## src/verilog/bus_pkg.sv

```systemverilog
`default_nettype none

package bus_pkg;

	localparam int ADDR_W = 16;
	localparam int DATA_W = 8;

	typedef logic [ADDR_W-1:0] wb_addr_t;
	typedef logic [DATA_W-1:0] wb_data_t;

	// wishbone classic, master side
	typedef struct packed {
		logic cyc;
		logic stb;
		logic we;
		wb_addr_t adr;
		wb_data_t dat_o;
	} wb_req_t;

	typedef struct packed {
		logic ack;
		wb_data_t dat_i;
	} wb_rsp_t;

	// core side, held until done
	typedef struct packed {
		logic valid;
		logic we;
		wb_addr_t adr;
		wb_data_t wdata;
	} mem_req_t;

	typedef struct packed {
		logic done;       // one cycle pulse
		wb_data_t rdata;  // valid with done
	} mem_rsp_t;

endpackage

`default_nettype wire

```

## src/verilog/isa_pkg.sv

```systemverilog
`default_nettype none

package isa_pkg;

	typedef logic [7:0] byte_t;   // data byte
	typedef logic [15:0] word_t;  // register pair or program address

	// register field of an opcode, B C D E H L (HL) A
	typedef logic [2:0] reg_code_t;

	localparam reg_code_t REG_MEM_HL = 3'd6;  // memory at HL, no storage behind it
	localparam reg_code_t REG_A = 3'd7;

	// first eight follow opcode bits 5:3 of the accumulator group
	typedef enum logic [3:0] {
		ALU_ADD = 4'd0,
		ALU_ADC = 4'd1,
		ALU_SUB = 4'd2,
		ALU_SBC = 4'd3,
		ALU_AND = 4'd4,
		ALU_XOR = 4'd5,
		ALU_OR  = 4'd6,
		ALU_CP  = 4'd7,
		ALU_INC = 4'd8,
		ALU_DEC = 4'd9
	} alu_op_t;

	typedef struct packed {
		logic z;  // zero
		logic n;  // subtract
		logic h;  // half carry
		logic c;  // carry
	} flags_t;

	typedef struct packed {
		byte_t data;
		flags_t flags;
	} alu_res_t;

	typedef struct packed {
		logic en;
		reg_code_t code;
		byte_t data;
	} reg_wr_t;

	typedef struct packed {
		logic en;
		logic keep_c;  // inc and dec leave carry alone
		flags_t flags;
	} flags_wr_t;

	localparam byte_t OP_NOP = 8'h00;
	localparam byte_t OP_JP = 8'hc3;  // jp a16
	localparam byte_t OP_JR = 8'h18;  // unconditional jr e8

	// immediate forms all end in 110, masked with OP_LD_IMM_MASK
	localparam byte_t OP_ALU_IMM_BASE = 8'hc6;  // 11ooo110, alu a,d8
	localparam byte_t OP_LD_IMM_MASK = 8'hc7;   // 00rrr110 after masking is ld r,d8

endpackage

`default_nettype wire

```

## src/verilog/alu.sv

```systemverilog
`default_nettype none

module alu
	import isa_pkg::*;
(
	input wire alu_op_t op,
	input wire byte_t acc,
	input wire byte_t opnd,
	input wire flags_t flags_in,
	output alu_res_t res
);

	logic cin;         // carry or borrow in
	logic [4:0] nib;   // low nibble result, bit 4 is half carry
	logic [8:0] full;  // byte result, bit 8 is carry

	// only the with-carry forms look at c
	assign cin = flags_in.c & (op == ALU_ADC || op == ALU_SBC);

	always_comb
	begin
		nib = '0;
		full = '0;
		res.flags.n = 1'b0;
		res.flags.h = 1'b0;
		res.flags.c = 1'b0;
		case (op)
		ALU_ADD, ALU_ADC:
		begin
			nib = {1'b0, acc[3:0]} + {1'b0, opnd[3:0]} + 5'(cin);
			full = {1'b0, acc} + {1'b0, opnd} + 9'(cin);
			res.flags.h = nib[4];   // carry out of bit 3
			res.flags.c = full[8];  // carry out of bit 7
		end
		ALU_SUB, ALU_SBC, ALU_CP:
		begin
			nib = {1'b0, acc[3:0]} - {1'b0, opnd[3:0]} - 5'(cin);
			full = {1'b0, acc} - {1'b0, opnd} - 9'(cin);
			res.flags.n = 1'b1;
			res.flags.h = nib[4];   // borrow from bit 4
			res.flags.c = full[8];  // borrow from bit 8
		end
		ALU_AND:
		begin
			full = {1'b0, acc & opnd};
			res.flags.h = 1'b1;
		end
		ALU_XOR:
			full = {1'b0, acc ^ opnd};
		ALU_OR:
			full = {1'b0, acc | opnd};
		ALU_INC:
		begin
			// works on the operand, acc unused
			nib = {1'b0, opnd[3:0]} + 5'd1;
			full = {1'b0, opnd} + 9'd1;
			res.flags.h = nib[4];
			res.flags.c = flags_in.c;
		end
		ALU_DEC:
		begin
			nib = {1'b0, opnd[3:0]} - 5'd1;
			full = {1'b0, opnd} - 9'd1;
			res.flags.n = 1'b1;
			res.flags.h = nib[4];
			res.flags.c = flags_in.c;
		end
		default:
			full = {1'b0, acc};  // unused codes pass a through
		endcase
		res.data = full[7:0];  // cp still returns the difference
		res.flags.z = (full[7:0] == 8'h00);
	end

endmodule

`default_nettype wire

```

## src/verilog/bus_master.sv

```systemverilog
`default_nettype none

module bus_master
	import bus_pkg::*;
(
	input wire logic clk,
	input wire logic reset,
	input wire mem_req_t req,
	output mem_rsp_t rsp,
	output wb_req_t wb_req,
	input wire wb_rsp_t wb_rsp
);

	typedef enum logic {idle, busy} bm_state_t;

	bm_state_t state;
	logic active;       // cyc and stb, always together
	logic we_q;
	wb_addr_t adr_q;
	wb_data_t dat_q;
	logic done_q;
	wb_data_t rdata_q;

	assign wb_req.cyc = active;
	assign wb_req.stb = active;
	assign wb_req.we = we_q;
	assign wb_req.adr = adr_q;
	assign wb_req.dat_o = dat_q;
	assign rsp.done = done_q;
	assign rsp.rdata = rdata_q;

	always_ff @(posedge clk)
	begin
		if (reset)
		begin
			state <= idle;
			active <= 1'b0;
			we_q <= 1'b0;
			done_q <= 1'b0;
		end
		else
		begin
			done_q <= 1'b0;  // single cycle pulse
			case (state)
			idle:
				if (req.valid)
				begin
					active <= 1'b1;
					we_q <= req.we;
					state <= busy;
				end
			busy:
				if (wb_rsp.ack)
				begin
					active <= 1'b0;  // drop on the clock after ack
					we_q <= 1'b0;
					done_q <= 1'b1;
					state <= idle;
				end
			default:
				state <= idle;
			endcase
		end
	end

	// address, data and read byte capture
	always_ff @(posedge clk)
	begin
		if (state == idle && req.valid)
		begin
			adr_q <= req.adr;
			dat_q <= req.wdata;
		end
		if (state == busy && wb_rsp.ack)
			rdata_q <= wb_rsp.dat_i;
	end

	assert property (@(posedge clk) disable iff (reset)
		wb_req.stb |-> wb_req.cyc);

	// slave may stretch the cycle, request must not move
	assert property (@(posedge clk) disable iff (reset)
		wb_req.stb && !wb_rsp.ack |=> $stable(wb_req.adr) && $stable(wb_req.we)
			&& $stable(wb_req.dat_o));

endmodule

`default_nettype wire

```

## src/verilog/cpu_top.sv

```systemverilog
`default_nettype none

module cpu_top
	import isa_pkg::*, bus_pkg::*;
(
	input wire logic clk,
	input wire logic reset,
	output wb_req_t wb_req,
	input wire wb_rsp_t wb_rsp,
	output flags_t flags
);

	mem_req_t mem_req;
	mem_rsp_t mem_rsp;
	reg_code_t src;
	reg_code_t dst;
	byte_t src_val;
	byte_t dst_val;
	byte_t a_val;      // accumulator, shared by sequencer and alu
	word_t hl;
	reg_wr_t reg_wr;
	flags_wr_t flags_wr;
	alu_op_t alu_op;
	byte_t alu_opnd;
	alu_res_t alu_res;

	sequencer u_sequencer (
		.clk(clk),
		.reset(reset),
		.mem_req(mem_req),
		.mem_rsp(mem_rsp),
		.src(src),
		.dst(dst),
		.src_val(src_val),
		.dst_val(dst_val),
		.a_val(a_val),
		.hl(hl),
		.reg_wr(reg_wr),
		.flags_wr(flags_wr),
		.flags(flags),
		.alu_op(alu_op),
		.alu_opnd(alu_opnd),
		.alu_res(alu_res)
	);

	register_file u_register_file (
		.clk(clk),
		.reset(reset),
		.src(src),
		.dst(dst),
		.src_val(src_val),
		.dst_val(dst_val),
		.a_val(a_val),
		.hl(hl),
		.wr(reg_wr),
		.flags_wr(flags_wr),
		.flags(flags)  // also brought out
	);

	alu u_alu (
		.op(alu_op),
		.acc(a_val),
		.opnd(alu_opnd),
		.flags_in(flags),
		.res(alu_res)
	);

	bus_master u_bus_master (
		.clk(clk),
		.reset(reset),
		.req(mem_req),
		.rsp(mem_rsp),
		.wb_req(wb_req),
		.wb_rsp(wb_rsp)
	);

endmodule

`default_nettype wire

```

## src/verilog/register_file.sv

```systemverilog
`default_nettype none

module register_file
	import isa_pkg::*;
(
	input wire logic clk,
	input wire logic reset,
	input wire reg_code_t src,
	input wire reg_code_t dst,
	output byte_t src_val,
	output byte_t dst_val,
	output byte_t a_val,
	output word_t hl,
	input wire reg_wr_t wr,
	input wire flags_wr_t flags_wr,
	output flags_t flags
);

	byte_t regs [0:6];  // b c d e h l, then a

	// a sits in the slot (HL) would take
	function automatic reg_code_t slot(reg_code_t code);
		return (code == REG_A) ? REG_MEM_HL : code;
	endfunction

	// (HL) code has no storage, reads as zero
	assign src_val = (src == REG_MEM_HL) ? 8'h00 : regs[slot(src)];
	assign dst_val = (dst == REG_MEM_HL) ? 8'h00 : regs[slot(dst)];
	assign a_val = regs[slot(REG_A)];
	assign hl = {regs[4], regs[5]};  // h high, l low

	always_ff @(posedge clk)
	begin
		if (reset)
		begin
			for (int i = 0; i < 7; i++)
				regs[i] <= 8'h00;
			flags <= '0;
		end
		else
		begin
			if (wr.en && wr.code != REG_MEM_HL)
				regs[slot(wr.code)] <= wr.data;
			if (flags_wr.en)
			begin
				flags.z <= flags_wr.flags.z;
				flags.n <= flags_wr.flags.n;
				flags.h <= flags_wr.flags.h;
				flags.c <= flags_wr.keep_c ? flags.c : flags_wr.flags.c;  // inc/dec keep c
			end
		end
	end

	// sequencer must not write with an undecoded opcode
	assert property (@(posedge clk) disable iff (reset)
		wr.en |-> !$isunknown(wr.code));

endmodule

`default_nettype wire

```

## src/verilog/sequencer.sv

```systemverilog
`default_nettype none

module sequencer
	import isa_pkg::*, bus_pkg::*;
(
	input wire logic clk,
	input wire logic reset,
	output mem_req_t mem_req,
	input wire mem_rsp_t mem_rsp,
	output reg_code_t src,
	output reg_code_t dst,
	input wire byte_t src_val,
	input wire byte_t dst_val,
	input wire byte_t a_val,
	input wire word_t hl,
	output reg_wr_t reg_wr,
	output flags_wr_t flags_wr,
	input wire flags_t flags,
	output alu_op_t alu_op,
	output byte_t alu_opnd,
	input wire alu_res_t alu_res
);

	typedef enum logic [2:0] {
		fetch_op,
		fetch_imml,
		fetch_immh,
		mem_read,
		mem_write,
		exec
	} seq_state_t;

	seq_state_t state;
	seq_state_t state_nxt;
	word_t pc;
	byte_t op_q;    // opcode of the running instruction
	byte_t imml;    // low immediate, also the byte read from (HL)
	byte_t immh;
	byte_t cur_op;  // opcode being decoded
	byte_t opnd;    // load value or alu operand
	logic in_fetch;
	logic is_ld_rr;
	logic is_ld_imm;
	logic is_alu_imm;
	logic is_alu;
	logic is_incdec;
	logic is_jp;
	logic is_jr;
	logic need_imm;
	logic need_read;
	logic need_write;
	logic jr_taken;

	// decode straight off the bus while the opcode lands
	assign cur_op = (state == fetch_op) ? mem_rsp.rdata : op_q;
	assign src = cur_op[2:0];
	assign dst = cur_op[5:3];

	assign is_ld_rr = cur_op[7:6] == 2'b01 && !(src == REG_MEM_HL && dst == REG_MEM_HL);
	assign is_ld_imm = (cur_op & OP_LD_IMM_MASK) == 8'h06 && dst != REG_MEM_HL;
	assign is_alu_imm = (cur_op & OP_LD_IMM_MASK) == OP_ALU_IMM_BASE;
	assign is_alu = cur_op[7:6] == 2'b10 || is_alu_imm;
	assign is_incdec = cur_op[7:6] == 2'b00 && cur_op[2:1] == 2'b10 && dst != REG_MEM_HL;
	assign is_jp = cur_op == OP_JP;
	assign is_jr = cur_op == OP_JR || (cur_op & 8'he7) == 8'h20;  // jr, jr nz/z/nc/c

	assign need_imm = is_ld_imm || is_alu_imm || is_jp || is_jr;
	assign need_read = (is_ld_rr || is_alu) && !is_alu_imm && src == REG_MEM_HL;
	assign need_write = is_ld_rr && dst == REG_MEM_HL;

	// bit 4 picks c or z, bit 3 the wanted value
	assign jr_taken = is_jr && (cur_op == OP_JR || (cur_op[4] ? flags.c : flags.z) == cur_op[3]);

	// every immediate or (HL) form has 110 in the source field
	assign opnd = (src == REG_MEM_HL) ? imml : src_val;

	assign alu_op = is_incdec ? (cur_op[0] ? ALU_DEC : ALU_INC) : alu_op_t'({1'b0, cur_op[5:3]});
	assign alu_opnd = is_incdec ? dst_val : opnd;

	// request held until done, dropped in the done cycle
	assign in_fetch = state == fetch_op || state == fetch_imml || state == fetch_immh;
	assign mem_req.valid = (in_fetch || state == mem_read || state == mem_write) && !mem_rsp.done;
	assign mem_req.we = state == mem_write;
	assign mem_req.adr = in_fetch ? pc : hl;
	assign mem_req.wdata = src_val;  // ld (hl),r

	always_comb
	begin
		state_nxt = state;
		case (state)
		fetch_op:
			if (mem_rsp.done)
			begin
				if (need_imm)
					state_nxt = fetch_imml;
				else if (need_write)
					state_nxt = mem_write;
				else if (need_read)
					state_nxt = mem_read;
				else
					state_nxt = exec;  // register ops and nop
			end
		fetch_imml:
			if (mem_rsp.done)
				state_nxt = is_jp ? fetch_immh : exec;
		fetch_immh, mem_read:
			if (mem_rsp.done)
				state_nxt = exec;
		mem_write:
			if (mem_rsp.done)
				state_nxt = fetch_op;  // store has no writeback
		default:
			state_nxt = fetch_op;
		endcase
	end

	// writebacks land at the end of exec
	always_comb
	begin
		reg_wr.en = 1'b0;
		reg_wr.code = dst;
		reg_wr.data = opnd;
		flags_wr.en = 1'b0;
		flags_wr.keep_c = 1'b0;
		flags_wr.flags = alu_res.flags;
		if (state == exec)
		begin
			if (is_ld_rr || is_ld_imm)
				reg_wr.en = 1'b1;
			else if (is_alu)
			begin
				reg_wr.en = 1'b1;
				reg_wr.code = REG_A;
				reg_wr.data = (alu_op == ALU_CP) ? a_val : alu_res.data;  // cp rewrites a as is
				flags_wr.en = 1'b1;
			end
			else if (is_incdec)
			begin
				reg_wr.en = 1'b1;
				reg_wr.data = alu_res.data;
				flags_wr.en = 1'b1;
				flags_wr.keep_c = 1'b1;
			end
		end
	end

	always_ff @(posedge clk)
	begin
		if (reset)
		begin
			state <= fetch_op;
			pc <= 16'h0000;
			op_q <= OP_NOP;
		end
		else
		begin
			state <= state_nxt;
			if (state == fetch_op && mem_rsp.done)
				op_q <= mem_rsp.rdata;
			if (in_fetch && mem_rsp.done)
				pc <= pc + 16'd1;
			else if (state == exec && is_jp)
				pc <= {immh, imml};
			else if (state == exec && jr_taken)
				pc <= pc + {{8{imml[7]}}, imml};  // pc already past the offset
		end
	end

	always_ff @(posedge clk)
	begin
		if (mem_rsp.done && (state == fetch_imml || state == mem_read))
			imml <= mem_rsp.rdata;
		if (mem_rsp.done && state == fetch_immh)
			immh <= mem_rsp.rdata;
	end

	assert property (@(posedge clk) disable iff (reset)
		state inside {fetch_op, fetch_imml, fetch_immh, mem_read, mem_write, exec});

	// (HL) goes over the bus, never into the register file
	assert property (@(posedge clk) disable iff (reset)
		reg_wr.en |-> reg_wr.code != REG_MEM_HL);

endmodule

`default_nettype wire
```

## config.mk

```make
export PLATFORM = sky130hd
export DESIGN_NAME = cpu_top
export DESIGN_NICKNAME = d
export VERILOG_FILES = /design/src/verilog/bus_pkg.sv /design/src/verilog/isa_pkg.sv /design/src/verilog/alu.sv /design/src/verilog/bus_master.sv /design/src/verilog/cpu_top.sv /design/src/verilog/register_file.sv /design/src/verilog/sequencer.sv
export SDC_FILE = /design/constraint.sdc
export NUM_CORES = 1
export LEC_CHECK = 0
export BUFFER_PORTS_ARGS = -buffer_cell sky130_fd_sc_hd__buf_2
export CORE_MARGIN = 3
export CORE_UTILIZATION = 40
export DETAILED_ROUTE_END_ITERATION = 6
export PLACE_DENSITY = 0.61
export SYNTH_ARGS = -nofsm -noshare
export SYNTH_HDL_FRONTEND = slang
export SYNTH_SLANG_ARGS = --single-unit
```

## constraint.sdc

```tcl
create_clock -name clk -period 4.5 [get_ports clk]
set_input_delay 0.45 -clock clk [delete_from_list [all_inputs] [get_ports clk]]
set_output_delay 0.45 -clock clk [all_outputs]
set_load 0.02 [all_outputs]
```

# After elaboration in Yosys (flattened, before gate mapping)

Memories as Yosys holds them, arrays and structs flattened.
Cells that the tools add are included.

$add $sub $neg: 14
Multiply operators: 0
Div/mod/pow operators: 0
Order comparisons: 0
Eq/ne operators: 36
Shift-type cells: 0
Multiplexer cells: 59
Bitwise operators: 7
Reduce and logical (&&, ||, !) cells: 51

Operators with widths:

| kind                                                            | count |
|---|---|
| 8-bit 2-to-1 mux                                                | 9 |
| 16-bit 2-to-1 mux                                               | 4 |
| 8-bit case mux with 7 select lines                              | 1 |
| 3-bit 2-to-1 mux                                                | 13 |
| 3-bit == test, second input constant                            | 7 |
| 1-bit 2-to-1 mux                                                | 20 |
| 1-bit logical AND                                               | 19 |
| 16-bit by 1-bit adder with 16-bit output, second input constant | 1 |
| 16-bit adder                                                    | 1 |
| 4-bit by 3-bit == test with 1-bit output, second input constant | 4 |
| 1-bit logical OR                                                | 14 |
| 12-bit 2-to-1 mux                                               | 1 |
| 3-bit case mux with 4 select lines                              | 1 |
| 11-bit 2-to-1 mux                                               | 1 |
| 8-bit by 8-bit adder with 9-bit output                          | 1 |
| 9-bit by 1-bit adder with 9-bit output                          | 1 |
| 8-bit by 8-bit subtractor with 9-bit output                     | 1 |
| 9-bit by 1-bit subtractor with 9-bit output                     | 1 |
| 8-bit by 1-bit adder with 8-bit output, second input constant   | 1 |
| 8-bit AND                                                       | 1 |
| 4-bit by 2-bit == test with 1-bit output, second input constant | 2 |
| 4-bit == test, second input constant                            | 2 |
| 8-bit by 5-bit == test with 1-bit output, second input constant | 1 |
| 8-bit == test, second input constant                            | 1 |
| other kinds (41)                                                | 59 |

Bits in registers: 83
Latch bits: 0
Memory bits (writable): 56
Bits in read-only memories: 0
Input bits: 11
Output and inout port bits: 31
Logic and storage cells: 184
Memories: 1

Memories:

| name                 | words | bits a word | read ports | clocked after Yosys merged registers in | wr ports | line                | text |
|---|---|---|---|---|---|---|---|
| u_register_file.regs | 7     | 8           | 5          | 0                                       | 7        | register_file.sv:19 | `byte_t regs [0:6];` |

# Logic depth before layout (Yosys ltp)

Depth after elaboration: 22
Mapped depth: 23
Gate-level depth less buffers: 20

# Modules after synthesis

Synthesis repeated with hierarchy kept, for this count alone.

Cells, all modules: 1110
Area total of the unflattened synthesis: 10273.6 um^2

Modules (own cells, without submodules):

| module        | times used | cells an instance | area an instance (um^2) | seq. area each (um^2) |
|---|---|---|---|---|
| sequencer     | 1          | 502               | 3995.1                  | 1021.0 |
| register_file | 1          | 284               | 3236.9                  | 1681.6 |
| alu           | 1          | 272               | 1893.1                  | 0.0 |
| bus_master    | 1          | 52                | 1148.6                  | 1041.0 |

# Worst setup path after synthesis

Ideal clock, no wire load.

Kind: flip-flop to flip-flop
Start point: register u_bus_master.rdata_q[3]
End point: memory u_register_file.regs[0][6] in the netlist's numbering, data pin
Library setup time: 0.268 ns
Data arrival time: 4.693 ns
Required time: 4.232 ns
Setup slack: -0.462 ns
Stages on the path, launching flop included: 21
Path buffers: 3
Period minus slack after synthesis: 4.962 ns
Cell sequence: edfxtp_1 clkbuf_1 or4b_1 clkbuf_1 nand2_1 buf_2 nand2_1 a311oi_1 a21oi_1 a21oi_1 inv_1 fa_1 nor3_1 nor3_1 o31ai_1 mux2_2 a21oi_1 a211oi_1 a211oi_1 o21ai_1 nor2_1

RTL lines:

| item                     | line                | text |
|---|---|---|
| start: declaration       | bus_master.sv:22    | `wb_data_t rdata_q;` |
| start signal: assignment | bus_master.sv:75    | `rdata_q <= wb_rsp.dat_i;` |
| end: declaration         | register_file.sv:19 |  |

==> key figures <==
Clocking
  • Clk pin slew, worst setup/hold paths: 0.06 ns
  • CTS tree: built
  • Clk buf depth: 2
  • Clock Sinks: between 100 and 150
  • H-Tree Depth: 4
  • Num CTS Buffers: 17
  • Clock Tree Root: clkbuf_16
  • Worst-Skew Late Latency: 0.44 ns

Synthesis
  • Synth Net Count: 1,219
  • Register area share after synthesis: 35.9%
  • Avg Cell Area, Syn: 9.06 um2
  • Compound-Gate Fraction of Synth Area: 20.2%
  • Yosys Warn Count: 0
  • Cell variety after synth: 104
  • Post-Synth Simple-Gate Area: 20.5%
  • Synth Cell Area: 10,400 um2
  • Post-synth EDFFs: 96
  • Ys flop type: edfxtp_1
  • Post-Syn Instances: between 1k and 1.5k
  • Async set-reset flop share out of synthesis: 0%
  • Combinational family with the most area after synthesis: simple AND/OR/NAND/NOR gates
  • Synth Area in Adders: 7.39%
  • Mux contribution to synthesized area: 8.43%
  • Synth Area in XOR/XNOR: 2.44%
  • #FFs+latches synth: 139

Worst setup path
  • Reg2Reg Launch Point: u_sequencer.state[0]
  • Crit Path Category: reg2reg
  • R2r worst-path depth: 29
  • Element type at the critical path end: flip-flop
  • Critical path buffer and inverter count: 21
  • R2R setup slack: -0.30 ns
  • Critical path arrival: between 4 and 5 ns
  • R2r endpoint: u_register_file.regs[0][5]
  • Slowest CP cell: or3_1
  • Startpoint Class: flip-flop
  • Crit path max fanout: 7
  • Crit-path max cell delay: 0.42 ns
  • Crit path top cell by count: buf_4
  • WP data required: 4.69 ns
  • Cell family with most CP delay: buffers and inverters

Power and ir drop
  • Leak: ~5.8 nW
  • Power per Cell Area: 327 nW/um2
  • VDD IR-drop max: 0.276 mV

Drt
  • DRT iter0 DRCs: 1,078
  • Met2 WL: 18.9 mm
  • DRT antenna net count: 0
  • Vias: between 10k and 15k
  • 1st-pass router iterations: 5
  • Top Metal Used: met5
  • DRC Markers: 0
  • Met3 Wirelength: 3.30 mm
  • M1 wire length: 16.1 mm
  • Drt wl/cell: 22.9 um
  • DRT Wirelength: ~40 mm
  • Vias/cell: 6.03

STA
  • Final worst slack: -0.296 ns
  • Hold slack: 0.192 ns
  • Final Hold Viols: 0
  • Final min period: roughly 4.8 ns
  • Pins Over Slew Limit: 0
  • F_max: 209 MHz
  • Final setup viols: 35
  • Max-slew headroom: 39.4%
  • Unrepaired setup endpoints after global routing: yes
  • Clk_skew: 0.0137 ns
  • Worst Max-Slew Pin Slew: a little over 0.9 ns
  • Post-route setup TNS: -6.89 ns
  • Tcrit/Tclk final: 107%

Die
  • Die Footprint: ~28,000 um2
  • Die X-Extent: approximately 170 um
  • Core ar.: 25,400 um2
  • IO Count: 42
  • Die H: 167 um
  • Site row count: 58
  • Initial Util: 41.0%

Hold path
  • Hold Path Class: in2reg
  • Hold path endpoint: u_bus_master.rdata_q[4]
  • Hold Crit Depth: 1
  • Hold Startpoint: wb_rsp[4]

Global routing
  • Initial antenna violation count: 2
  • Tot GR Track Use: 27.4%
  • Gr ovfl total: 0
  • Pin count of the biggest net entering global routing: 25
  • Vias in the first global route: just over 10k
  • First-pass GRT wire length: 59.5 mm

Placed design
  • I/O Buffers: 41
  • Cell Count Post-Placement: 1,660
  • GP Congestion: 1.00
  • Final HPWL DP: 29.0 mm

Flow run
  • Max_cap viols: 0

Finish
  • Share of cells above drive strength 1: 37.8%
  • Layout Nets: approximately 1.5k
  • Storage cell area: about 3700 um2
  • Filler cell count: 2,244
  • Post-route insts no fill: 1,753
  • Area growth syn-to-layout: 37.3%
  • Area of the multi-input gates: roughly 6900 um2

Status
  • Violated checks: negative setup slack
  • Status: complete, but fails checks
==> flip-flops by register name (all words and copies together), names as in the netlist <==
name	cells
u_bus_master.active	1
u_bus_master.rdata_q	8
u_bus_master.done_q	1
u_sequencer.op_q	8
u_sequencer.imml	8
u_sequencer.state	3
u_bus_master.we_q	1
u_sequencer.pc	16
u_bus_master.state	1
u_sequencer.immh	8
u_register_file.flags	4
u_register_file.regs	56
u_bus_master.adr_q	16
u_bus_master.dat_q	8
==> how the worst max path moves through the flow <==
| stage | start | endpoint | depth (start not counted) |
|---|---|---|---|
| after floorplan | u_sequencer.state[2] | u_register_file.regs[6][4] | 22 |
| after global placement | u_sequencer.state[2] | u_register_file.flags[3] | 22 |
| after detailed placement | u_sequencer.state[2] | u_register_file.flags[3] | 22 |
| after CTS | u_sequencer.state[2] | u_register_file.regs[2][5] | 23 |
| after global routing | u_sequencer.state[2] | u_register_file.regs[0][5] | 29 |
| final | u_sequencer.state[0] | u_register_file.regs[0][5] | 29 |
==> kinds of logic after synthesis <==
group | after synthesis
xor gates and xnor gates | 29
adders and majority gates | 58
AOI/OAI and AO/OA | 311
buffers and inverters | 120
muxes | 72
and+or+nand+nor | 421
DFF | 139
==> routing by layer <==
metal	GRT usage [%]	vias up
li1	-	4784
met1	35.5	5041
met2	44.4	610
met3	5.17	140
met4	12.5	2
met5	0	-
==> what timing repair did <==
action,in CTS,in global routing
buffers inserted,48,18
gates cloned,0,0
resized for setup,95,80
hold buffers,0,0
endpoints found under the hold margin,0,0
setup endpoints to repair,57,57
pin swaps,62,59
==> power by group <==
| group | leakage, nW | total [mW] | switching, mW | internal [mW] |
|---|---|---|---|---|
| Clock | 0.297 | 1.51 | 0.621 | 0.886 |
| Combinational | 4.24 | 1.71 | 0.903 | 0.810 |
| Sequential | 1.31 | 1.47 | 0.0373 | 1.43 |
==> synth_stat cells (all sizes together) (5+ instances only) <==
| cell type | instances | share of area (%) |
|---|---|---|
| a211oi | 17 | 1.2 |
| a21o | 15 | 1.1 |
| a21oi | 85 | 4.2 |
| a221oi | 8 | 0.67 |
| a22oi | 7 | 0.50 |
| a311oi | 8 | 0.67 |
| a31oi | 13 | 0.78 |
| and2 | 12 | 0.72 |
| and3 | 15 | 0.90 |
| buf | 34 | 2.1 |
| clkbuf | 36 | 1.3 |
| dfxtp | 43 | 8.3 |
| edfxtp | 96 | 28 |
| fa | 6 | 1.2 |
| ha | 52 | 6.2 |
| inv | 50 | 1.8 |
| mux2 | 34 | 3.8 |
| mux2i | 31 | 3.1 |
| mux4 | 7 | 1.5 |
| nand2 | 116 | 4.2 |
| nand2b | 13 | 0.85 |
| nand3 | 33 | 1.6 |
| nand3b | 8 | 0.58 |
| nand4 | 11 | 0.66 |
| nor2 | 121 | 4.5 |
| nor2b | 8 | 0.48 |
| nor3 | 33 | 1.8 |
| nor4 | 16 | 1.4 |
| nor4b | 5 | 0.48 |
| o211ai | 13 | 0.98 |
| o21a | 6 | 0.43 |
| o21ai | 73 | 3.6 |
| o21bai | 5 | 0.36 |
| o22ai | 14 | 1.2 |
| o31a | 7 | 0.59 |
| o31ai | 6 | 0.61 |
| or3 | 10 | 0.65 |
| xnor2 | 15 | 1.3 |
| xor2 | 14 | 1.2 |
==> area by class of cell <==
class                      count  area share, %
clock inverter                14           1.29
multi-input combinational    891           48.4
sequential                   139           26.2
tap                          330           2.88
clock buffer                  18           3.00
antenna                        1         0.0175
inverter                      50           1.31
timing repair buffer         310           16.9
==> stage by stage <==
step	setup slack [ns]	power, mW	area [um2]	util (%)
4_1_cts	-0.111	4.51	13800	54.2
5_1_grt	-0.440	4.84	14300	56.4
3_5_place_dp	-0.587	2.85	12400	48.8
6_report	-0.296	4.69	14300	56.4
3_3_place_gp	-0.532	2.84	12400	48.8
2_1_floorplan	0.00312	2.25	10500	-
==> layout by cell type, fill, tap and decap left out, drive strengths merged, types with 34 or more instances in the layout <==
master / synthesis / final
a21oi: 85 / 85
buf: 34 / 310
dfxtp: 43 / 43
edfxtp: 96 / 96
ha: 52 / 52
inv: 50 / 55
mux2: 34 / 34
nand2: 116 / 116
nor2: 121 / 121
o21ai: 73 / 73
No activity file was read; power rests on OpenSTA's default activity.
